`config.mk`:
```
export PLATFORM = sky130hd
export DESIGN_NAME = mem_bridge_top
export DESIGN_NICKNAME = d
export VERILOG_FILES = /design/src/verilog/mem_bridge_pkg.sv /design/src/verilog/seg_map.sv /design/src/verilog/sram_axi_bridge.sv /design/src/verilog/mem_bridge_top.sv
export SDC_FILE = /design/constraint.sdc
export NUM_CORES = 1
export LEC_CHECK = 0
export BUFFER_PORTS_ARGS = -buffer_cell sky130_fd_sc_hd__buf_2
export CAP_MARGIN = 30
export CORE_AREA = 2 2 226 228
export DETAILED_ROUTE_END_ITERATION = 10
export DIE_AREA = 0 0 228 230
export PLACE_DENSITY = 0.44
export SYNTH_ARGS = -nofsm -noshare
export SYNTH_HDL_FRONTEND = slang
export SYNTH_SLANG_ARGS = --single-unit
```
`constraint.sdc`:
```
create_clock -name clk -period 29.8 [get_ports clk]
set_input_delay 8.94 -clock clk [delete_from_list [all_inputs] [get_ports clk]]
set_output_delay 8.94 -clock clk [all_outputs]
set_load 0.02 [all_outputs]
```
`src/verilog/mem_bridge_pkg.sv`:
```
`default_nettype none

package mem_bridge_pkg;

  parameter int unsigned addr_width = 32;
  parameter int unsigned data_width = 32;
  parameter int unsigned id_width = 4;
  parameter int unsigned strb_width = data_width / 8;

  // axi attribute codes used by the bridges
  parameter logic [3:0] axi_cache_cacheable = 4'hf;
  parameter logic [3:0] axi_cache_device = 4'h0;
  parameter logic [1:0] axi_burst_incr = 2'b01;
  parameter logic [7:0] axi_len_single = 8'h00;

  // same code on the sram-like side and in axsize
  typedef enum logic [1:0] {
    size_byte = 2'b00,
    size_half = 2'b01,
    size_word = 2'b10
  } access_size_e;

  typedef enum logic [2:0] {
    st_idle        = 3'd0,
    st_read_addr   = 3'd1,
    st_read_data   = 3'd2,
    st_write_issue = 3'd3,
    st_write_resp  = 3'd4
  } bridge_state_e;

  typedef struct packed {
    logic                  req;
    logic                  wr;
    access_size_e          size;
    logic [addr_width-1:0] addr;
    logic [data_width-1:0] wdata;
  } mem_req_t;

  typedef struct packed {
    logic                  addr_ok;
    logic                  data_ok;
    logic [data_width-1:0] rdata;
  } mem_rsp_t;

  // request after segment translation
  typedef struct packed {
    logic                  req;
    logic                  wr;
    access_size_e          size;
    logic [addr_width-1:0] addr;
    logic [data_width-1:0] wdata;
    logic                  cached;
  } phys_req_t;

  typedef struct packed {
    logic [id_width-1:0]   arid;
    logic [addr_width-1:0] araddr;
    logic [7:0]            arlen;
    logic [2:0]            arsize;
    logic [1:0]            arburst;
    logic [3:0]            arcache;
    logic                  arvalid;
  } axi_ar_t;

  typedef struct packed {
    logic [id_width-1:0]   awid;
    logic [addr_width-1:0] awaddr;
    logic [7:0]            awlen;
    logic [2:0]            awsize;
    logic [1:0]            awburst;
    logic [3:0]            awcache;
    logic                  awvalid;
  } axi_aw_t;

  typedef struct packed {
    logic [id_width-1:0]   wid;
    logic [data_width-1:0] wdata;
    logic [strb_width-1:0] wstrb;
    logic                  wlast;
    logic                  wvalid;
  } axi_w_t;

  // slave side signals seen by one bridge
  typedef struct packed {
    logic                  arready;
    logic [data_width-1:0] rdata;
    logic                  rvalid;
    logic                  rlast;
    logic                  awready;
    logic                  wready;
    logic                  bvalid;
  } axi_rsp_t;

endpackage

`default_nettype wire

```
`src/verilog/seg_map.sv`:
```
`timescale 1ns/1ps
`default_nettype none

module seg_map
  import mem_bridge_pkg::*;
#(
  parameter int unsigned num_channels = 2
) (
  input  mem_req_t  cpu_req  [num_channels],
  output phys_req_t phys_req [num_channels]
);

  // kseg0 is 3'b100 and kseg1 is 3'b101 in the top address bits
  localparam logic [2:0] seg_kseg0 = 3'b100;
  localparam logic [2:0] seg_kseg1 = 3'b101;

  logic [num_channels-1:0] is_kseg0;
  logic [num_channels-1:0] is_kseg1;

  always_comb begin
    for (int ch = 0; ch < num_channels; ch++) begin
      is_kseg0[ch] = (cpu_req[ch].addr[addr_width-1 -: 3] == seg_kseg0);
      is_kseg1[ch] = (cpu_req[ch].addr[addr_width-1 -: 3] == seg_kseg1);
    end
  end

  always_comb begin
    for (int ch = 0; ch < num_channels; ch++) begin
      phys_req[ch].req = cpu_req[ch].req;
      phys_req[ch].wr = cpu_req[ch].wr;
      phys_req[ch].size = cpu_req[ch].size;
      phys_req[ch].wdata = cpu_req[ch].wdata;

      // unmapped segments drop the top three bits
      if (is_kseg0[ch] || is_kseg1[ch]) begin
        phys_req[ch].addr = {3'b000, cpu_req[ch].addr[addr_width-4:0]};
      end else begin
        phys_req[ch].addr = cpu_req[ch].addr;
      end

      // only kseg1 goes out as device access
      phys_req[ch].cached = ~is_kseg1[ch];
    end
  end

endmodule

`default_nettype wire

```
`src/verilog/sram_axi_bridge.sv`:
```
`timescale 1ns/1ps
`default_nettype none

module sram_axi_bridge
  import mem_bridge_pkg::*;
#(
  parameter int unsigned channel_id = 0
) (
  input  logic      clk,
  input  logic      reset,
  input  phys_req_t phys_req,
  output mem_rsp_t  cpu_rsp,
  output axi_ar_t   axi_ar,
  output axi_aw_t   axi_aw,
  output axi_w_t    axi_w,
  output logic      rready,
  output logic      bready,
  input  axi_rsp_t  axi_rsp
);

  localparam logic [id_width-1:0] axi_id = id_width'(channel_id);

  bridge_state_e state_q;
  bridge_state_e state_d;

  logic aw_done_q;
  logic aw_done_d;
  logic w_done_q;
  logic w_done_d;
  logic data_ok_q;
  logic data_ok_d;

  // request held for the whole transfer
  phys_req_t             req_q;
  logic [data_width-1:0] rdata_q;

  logic                  accept;
  logic                  ar_hs;
  logic                  aw_hs;
  logic                  w_hs;
  logic                  r_hs;
  logic                  b_hs;
  logic [3:0]            cache_code;
  logic [strb_width-1:0] strb;

  // new request only taken while idle
  assign accept = (state_q == st_idle) && phys_req.req;

  assign ar_hs = axi_ar.arvalid && axi_rsp.arready;
  assign aw_hs = axi_aw.awvalid && axi_rsp.awready;
  assign w_hs = axi_w.wvalid && axi_rsp.wready;
  assign r_hs = rready && axi_rsp.rvalid;
  assign b_hs = bready && axi_rsp.bvalid;

  assign cache_code = req_q.cached ? axi_cache_cacheable : axi_cache_device;

  // byte lanes from size and low address bits
  always_comb begin
    case (req_q.size)
      size_byte: strb = 4'b0001 << req_q.addr[1:0];
      size_half: strb = req_q.addr[1] ? 4'b1100 : 4'b0011;
      default:   strb = 4'b1111;
    endcase
  end

  always_comb begin
    state_d = state_q;
    aw_done_d = aw_done_q;
    w_done_d = w_done_q;
    data_ok_d = 1'b0;

    case (state_q)
      st_idle: begin
        if (accept) begin
          aw_done_d = 1'b0;
          w_done_d = 1'b0;
          state_d = phys_req.wr ? st_write_issue : st_read_addr;
        end
      end
      st_read_addr: begin
        if (ar_hs) begin
          state_d = st_read_data;
        end
      end
      st_read_data: begin
        if (r_hs) begin
          data_ok_d = 1'b1;
          state_d = st_idle;
        end
      end
      st_write_issue: begin
        // aw and w may complete in either order
        aw_done_d = aw_done_q | aw_hs;
        w_done_d = w_done_q | w_hs;
        if (aw_done_d && w_done_d) begin
          state_d = st_write_resp;
        end
      end
      st_write_resp: begin
        if (b_hs) begin
          data_ok_d = 1'b1;
          state_d = st_idle;
        end
      end
      default: begin
        state_d = st_idle;
      end
    endcase
  end

  always_ff @(posedge clk) begin
    if (reset) begin
      state_q <= st_idle;
      aw_done_q <= 1'b0;
      w_done_q <= 1'b0;
      data_ok_q <= 1'b0;
    end else begin
      state_q <= state_d;
      aw_done_q <= aw_done_d;
      w_done_q <= w_done_d;
      data_ok_q <= data_ok_d;
    end
  end

  always_ff @(posedge clk) begin
    if (accept) begin
      req_q <= phys_req;
    end
    if (r_hs) begin
      rdata_q <= axi_rsp.rdata;
    end
  end

  // read address channel
  always_comb begin
    axi_ar.arid = axi_id;
    axi_ar.araddr = req_q.addr;
    axi_ar.arlen = axi_len_single;
    axi_ar.arsize = {1'b0, req_q.size};
    axi_ar.arburst = axi_burst_incr;
    axi_ar.arcache = cache_code;
    axi_ar.arvalid = (state_q == st_read_addr);
  end

  // write address channel
  always_comb begin
    axi_aw.awid = axi_id;
    axi_aw.awaddr = req_q.addr;
    axi_aw.awlen = axi_len_single;
    axi_aw.awsize = {1'b0, req_q.size};
    axi_aw.awburst = axi_burst_incr;
    axi_aw.awcache = cache_code;
    axi_aw.awvalid = (state_q == st_write_issue) && !aw_done_q;
  end

  // write data, cpu already places data on its lanes
  always_comb begin
    axi_w.wid = axi_id;
    axi_w.wdata = req_q.wdata;
    axi_w.wstrb = strb;
    axi_w.wlast = 1'b1;
    axi_w.wvalid = (state_q == st_write_issue) && !w_done_q;
  end

  assign rready = (state_q == st_read_data);
  assign bready = (state_q == st_write_resp);

  always_comb begin
    cpu_rsp.addr_ok = accept;
    cpu_rsp.data_ok = data_ok_q;
    cpu_rsp.rdata = rdata_q;
  end

endmodule

`default_nettype wire

```
`src/verilog/mem_bridge_top.sv`:
```
`timescale 1ns/1ps
`default_nettype none

module mem_bridge_top
  import mem_bridge_pkg::*;
#(
  parameter int unsigned num_channels = 2
) (
  input  logic     clk,
  input  logic     reset,
  // channel 0 instruction side, channel 1 data side
  input  mem_req_t cpu_req [num_channels],
  output mem_rsp_t cpu_rsp [num_channels],
  output axi_ar_t  axi_ar  [num_channels],
  output axi_aw_t  axi_aw  [num_channels],
  output axi_w_t   axi_w   [num_channels],
  output logic     rready  [num_channels],
  output logic     bready  [num_channels],
  input  axi_rsp_t axi_rsp [num_channels]
);

  phys_req_t phys_req [num_channels];

  seg_map #(
    .num_channels (num_channels)
  ) seg_map_i (
    .cpu_req  (cpu_req),
    .phys_req (phys_req)
  );

  // one bridge and one axi port per channel
  for (genvar ch = 0; ch < num_channels; ch++) begin : gen_bridge
    sram_axi_bridge #(
      .channel_id (ch)
    ) bridge_i (
      .clk      (clk),
      .reset    (reset),
      .phys_req (phys_req[ch]),
      .cpu_rsp  (cpu_rsp[ch]),
      .axi_ar   (axi_ar[ch]),
      .axi_aw   (axi_aw[ch]),
      .axi_w    (axi_w[ch]),
      .rready   (rready[ch]),
      .bready   (bready[ch]),
      .axi_rsp  (axi_rsp[ch])
    );
  end

endmodule

`default_nettype wire

```
; Word level (Yosys, flattened, before mapping)
; Index checks and enable logic that the tools add are counted.
[word_totals]
ff_bits = 210
inputBits = 214
output_inout_bits = 372
wordCells = 118
[classes]
n_eq_ne = 24
shift = 2
muxes = 32
n_bitwise = 6
n_reduce_logical = 34
[op_table]
columns = cell, n
row1 = $mux W3, 10
row2 = $pmux W3 S5, 2
row3 = $eq A3 B3 Y1 const B, 6
row4 = $logic_and A1 B1 Y1, 18
row5 = $mux W4, 4
row6 = $pmux W4 S2, 2
row7 = $eq A3 B2 Y1 const B, 4
row8 = $ne A2 B2 Y1 const B, 6
row9 = $pmux W1 S2, 6
row10 = $reduce_and A5 Y1, 2
row11 = $ne A2 B1 Y1 const B, 4
row12 = $shl A1 B2 Y4 const A, 2
row13 = $eq A3 B1 Y1 const B, 2
row14 = $logic_not A3 Y1, 2
row15 = $mux W1, 6
row16 = $eq A2 B1 Y1 const B, 2
row17 = $logic_not A1 Y1, 4
row18 = $logic_not A2 Y1, 2
row19 = $mux W2, 2
row20 = $or A1 B1 Y1, 4
row21 = $reduce_and A2 Y1, 2
row22 = $reduce_bool A2 Y1, 2
row23 = $logic_or A1 B1 Y1, 2
row24 = $not A1 Y1, 2

; Logic depth before layout (Yosys ltp)
[depth]
word_depth = 7
ltp_mapped = 4
ltp_nobuf = 3

; Modules after synthesis
; From an unflattened synthesis, not the netlist that was laid out.
[unflattened]
cells_unflattened = 596
hier_area_um2 = 8998.6
[modules_own_cells]
columns = module, instances, cells_each, area_each_um2, seq_area_each_um2
row1 = sram_axi_bridge, 2, 228, 3980.1, 3093.0
row2 = seg_map, 1, 140, 1038.5, 0.0

; Worst setup path before layout
; Ideal clock, no wire load.
[synth_timing]
path_kind = input to output
startpoint = input port cpu_req[67] (netlist name)
endpoint = output port cpu_rsp[33] (netlist name)
t_arrival_ns = 14.363
required_ns = 20.860
setup_slack_ns = 6.497
cell_stages = 3
path_cell_list = nand2b_1 > nor3_1 > buf_4
[synth_between]
elab_chain_cells = 1
[synth_rtl]
columns = item, line_no
row1 = start: declaration, mem_bridge_top.sv:12  ; input mem_req_t cpu_req [num_channels],
row2 = $logic_and A1 B1 Y1, sram_axi_bridge.sv:47  ; assign accept = (state_q == st_idle) && phys_req.req;
row3 = end: declaration, mem_bridge_top.sv:13  ; output mem_rsp_t cpu_rsp [num_channels],
; No other way between the ends.

==> results.txt <==
- Clock tree from TritonCTS: done
- Maximum fanout encountered on the critical timing path: 4
* Arrival time at the worst endpoint: slightly below 10,000 ps
* Count of pins on the block boundary: between 500 and 600
- After Yosys synthesis, full adders, half adders and majority gates account for 0% of the synthesized area.
* Final count of hold timing violations: 0
- Worst vdd rail ir drop: 0.0000418 V
- Of the post-synthesis cell area, the part taken by muxes is 0.251%.
* Number of iterations in the first detailed-routing pass: 6
* # rows: just over 80
* Run status: complete, no violations
* Switching part of the total power: between 20% and 30%
- Along the worst hold path, the cell count comes to 2.
* Initial Util: 16.0%
- Final min period: between 15,000 and 20,000 ps
- Internal power: between 0.5 and 0.6 mW
* Initial detailed-routing violation count: 169
* Syn_area_per_cell: 17.2 sq um
* Worst min-delay path endpoint: gen_bridge[0].bridge_i.aw_done_q$_SDFFE_PP0P_
- Slew at the pin with the worst max-slew slack: around 900 ps
- The count of nets left with antenna violations once routing finished came out at 0.
- Gates resized during post-CTS repair numbered 0.
* Reg2Reg Launch Point: gen_bridge[1].bridge_i.state_q[1]$_SDFFE_PP0P_
* Num Clock Sinks: 210
- Slew Limit Fails: 0
- Share of the clock period used by the worst path after layout: between 60% and 70%
- Routed length per instance: ~15 um
- Final core area utilization: about 23%
* FF-to-FF setup slack: about 28,000 ps
- In the routed layout, each cell is associated on average with a via count of approximately 3.2.
- Per report_power, the clock group accounts for a little over a third of the total.
* Cell area after synthesis: about 0.0080 sq mm
- Clock transition at the register clock pins on the worst setup and hold paths after CTS: around 60 ps
- Area Growth Syn to Fin: 40.6%
- Tot GR Track Use: 8.38%
- After Yosys synthesis, and, or, nand and nor cells account for 3.39% of the synthesized area.
* Sequential element share of the synthesized area: between 70% and 80%
* Share of post-route cells with drive strength above 1: about three fifths
- Summing the areas of all compound-gate instances in the mapped netlist gives roughly 2.8% of the synthesized area.
* Total core area: ~0.05 sq mm
- For the final routed database, the setup TNS stands at 0 ps.
- Via count of the first global-routing pass: 4,988
- Data on the critical path is required at its endpoint by ~21,000 ps.
- In this run the number of H-tree levels came out at 1.
- Summing the areas of all xor and xnor instances in the mapped netlist gives 0% of the synthesized area.
- Post-CTS Setup Repair Bufs: 0
- Clk root buf: sky130_fd_sc_hd__clkbuf_16
* Later-pin clock latency in the skew report: 560 ps
- Number of buffers inserted for hold repair after clock tree synthesis: 0
- Hold is met by about 540 ps.
- Setup repair after global routing left no endpoint under its margin.
- The count of buffers added on input and output ports is slightly above 500.
- Crit. End Element: output pin
- Clock skew on the completed layout was measured at ~31 ps.
- Entering global routing, the biggest net connects 70 pins.
- Startpoint kind of the worst setup timing path: input port
* Global-route wire length before repair: ~33,000 um
- Number of buffers on the longest clock path: 3
* Total setup violations reported at the end of the flow: 0
- Summing over every cut layer, the via total after detailed routing is slightly above 5,000.
- At the end of routability-driven placement, the weighted congestion stood at 0.824.
- The critical path is of the input port to output pin type.
- Max Cap Viol: 0
* Count of fill cells added during filler insertion: 5,378
- Die Ht: 230 um
- Summed over all layers, the global routing overflow is 0.
- Reg-to-Reg End: gen_bridge[1].bridge_i.axi_w[35]$_DFFE_PP_
* Tot Pwr: just over 0.8 mW
- Of the total power, combinational logic draws around 18%.
* Placed cell areas: 0.0104 sq mm
* Syn Inst Count: 465
* Library cells used by synthesis: 31
- Clock tree synthesis inserted a total of 25 buffers.
- Number of register bits inferred by synthesis: 210
- Relative max-transition margin: around 39%
- For this design the static power due to leakage is a little under 5 nW.
- Die Footprint: between 0.05 and 0.06 sq mm
* Number of cell instances on the worst register-to-register path: 3
* Die boundary width: 228 um
* Worst hold-check path type: register to register
- In this run the power density over the cells is ~73 mW/mm^2.
- NumNets Final: around 1,100
- Registers are responsible for about 46% of the overall power.
- Max Clk Rate: 0.0538 GHz
- Number of antenna violations at the first check in global routing: 4
* Final design instance area without fill: between 0.01 and 0.015 sq mm
- Largest family of logic cells by synthesized area: buffers and inverters
* Drt drc: 0
- Net load switching power: around 0.24 mW
* Inserted Diodes: 0
- The routed design has ~24,000 um of wire.
- Yosys warns: 0
- The startpoint identified for the worst hold timing path is gen_bridge[0].bridge_i.aw_done_q$_SDFFE_PP0P_.
- Dpl hpwl: around 19,000 um
-- placed cells by master (no fill, tap or decap), types with 6 or more instances in the layout --
master                      synthesis  routed
sky130_fd_sc_hd__a21oi_1            6       6
sky130_fd_sc_hd__buf_2              2     513
sky130_fd_sc_hd__clkbuf_1           3       7
sky130_fd_sc_hd__clkbuf_16          0      25
sky130_fd_sc_hd__clkinv_1           0       6
sky130_fd_sc_hd__conb_1             2      70
sky130_fd_sc_hd__dfxtp_1           12      12
sky130_fd_sc_hd__edfxtp_1         198     198
sky130_fd_sc_hd__inv_1              6       6
sky130_fd_sc_hd__nor2_1            12      12
sky130_fd_sc_hd__nor3_1             8       6
sky130_fd_sc_hd__o21bai_1           8       8
-- per-stage QoR --
| stage | instances | setup WS [ps] |
|---|---|---|
| 2_1_floorplan | 533 | 6500 |
| 3_3_place_gp | 1554 | 11170 |
| 3_5_place_dp | 1554 | 11170 |
| 4_1_cts | 1600 | 11160 |
| 5_1_grt | 1600 | 11120 |
| 6_report | 1600 | 11210 |
-- worst max path at each step --
stage                 start     endpoint  slack (ps)
2_1_floorplan   cpu_req[67]  cpu_rsp[33]        6500
3_3_place_gp   cpu_req[135]  cpu_rsp[67]       11170
3_5_place_dp   cpu_req[135]  cpu_rsp[67]       11170
4_1_cts        cpu_req[135]  cpu_rsp[67]       11160
5_1_grt        cpu_req[135]  cpu_rsp[67]       11120
6_report       cpu_req[135]  cpu_rsp[67]       11210
-- area by class of cell --
type	count	area, sq um	share of cell area (%)
multi-input cells	148	787	7.01
flip-flops and latches	210	6190	55.1
clock buffers	32	652	5.81
repair buffers	518	2610	23.2
clock inverters	14	131	1.17
inverters	6	22.5	0.201
well taps	672	841	7.49
-- power groups by stage --
stage	sequential (mW)	combinational, mW	clock [mW]
floorplan	0.413	0.0753	0
global placement	0.381	0.146	0
detailed placement	0.381	0.146	0
CTS	0.375	0.146	0.314
global route	0.378	0.152	0.322
finish	0.375	0.143	0.297
-- critical path, cell delays in order --
cell                       delay (ps)
sky130_fd_sc_hd__buf_2             80
sky130_fd_sc_hd__nand2b_1          90
sky130_fd_sc_hd__nor3_2           150
sky130_fd_sc_hd__buf_4            200
sky130_fd_sc_hd__buf_2            190
-- logic make-up (layout without fill, tap and decap cells) --
| kind of cell | after synthesis | in the layout |
|---|---|---|
| buffers and inverters | 175 | 570 |
| and+or+nand+nor | 46 | 46 |
| AOI/OAI and AO/OA | 30 | 30 |
| DFF | 210 | 210 |
| muxes | 2 | 2 |
| other | 2 | 70 |
-- cell usage after synthesis --
library cell	number	area (sq um)
sky130_fd_sc_hd__nor2b_1	2	12.5
sky130_fd_sc_hd__or3_1	2	12.5
sky130_fd_sc_hd__o22ai_1	2	12.5
sky130_fd_sc_hd__o32ai_1	2	17.5
sky130_fd_sc_hd__a311o_1	2	20.0
sky130_fd_sc_hd__nand3b_1	2	15.0
sky130_fd_sc_hd__buf_4	164	1230
sky130_fd_sc_hd__nor3_2	2	20.0
sky130_fd_sc_hd__a21oi_1	6	30.0
sky130_fd_sc_hd__and2_1	2	12.5
sky130_fd_sc_hd__a32oi_1	4	35.0
sky130_fd_sc_hd__nor4b_1	2	17.5
sky130_fd_sc_hd__nand3_1	2	10.0
sky130_fd_sc_hd__nor3b_1	4	30.0
sky130_fd_sc_hd__buf_2	2	10.0
sky130_fd_sc_hd__nand2_2	2	12.5
sky130_fd_sc_hd__a31oi_1	2	12.5
sky130_fd_sc_hd__mux2i_1	2	20.0
sky130_fd_sc_hd__edfxtp_1	198	5950
sky130_fd_sc_hd__and3b_1	2	17.5
sky130_fd_sc_hd__inv_1	6	22.5
sky130_fd_sc_hd__o21bai_1	8	60.1
sky130_fd_sc_hd__clkbuf_1	3	11.3
sky130_fd_sc_hd__nor2_1	12	45.0
sky130_fd_sc_hd__nor3_1	8	40.0
sky130_fd_sc_hd__and3_1	2	12.5
sky130_fd_sc_hd__a21boi_0	2	15.0
sky130_fd_sc_hd__conb_1	2	7.51
sky130_fd_sc_hd__nand2b_1	2	12.5
sky130_fd_sc_hd__dfxtp_1	12	240
sky130_fd_sc_hd__o21ba_1	2	20.0
-- registers in the layout, summed over array words and instances, names as in the netlist --
register                       cells
gen_bridge.bridge_i.rdata_q       64
gen_bridge.bridge_i.state_q        6
gen_bridge.bridge_i.w_done_q       2
gen_bridge.bridge_i.req_q          2
gen_bridge.bridge_i.aw_done_q      2
gen_bridge.bridge_i.axi_ar        68
gen_bridge.bridge_i.data_ok_q      2
gen_bridge.bridge_i.axi_w         64
-- per-layer routing --
metal | global-route usage [%] | part of all wire, % | vias up
met2 | 14.8 | 51 | 261
met5 | 0 | 0.17 | -
met4 | 2.59 | 2.6 | 6
met3 | 3.45 | 9.2 | 35
li1 | - | - | 2352
met1 | 9.18 | 37 | 2414
Note: power is estimated with default switching activity, not from simulation.
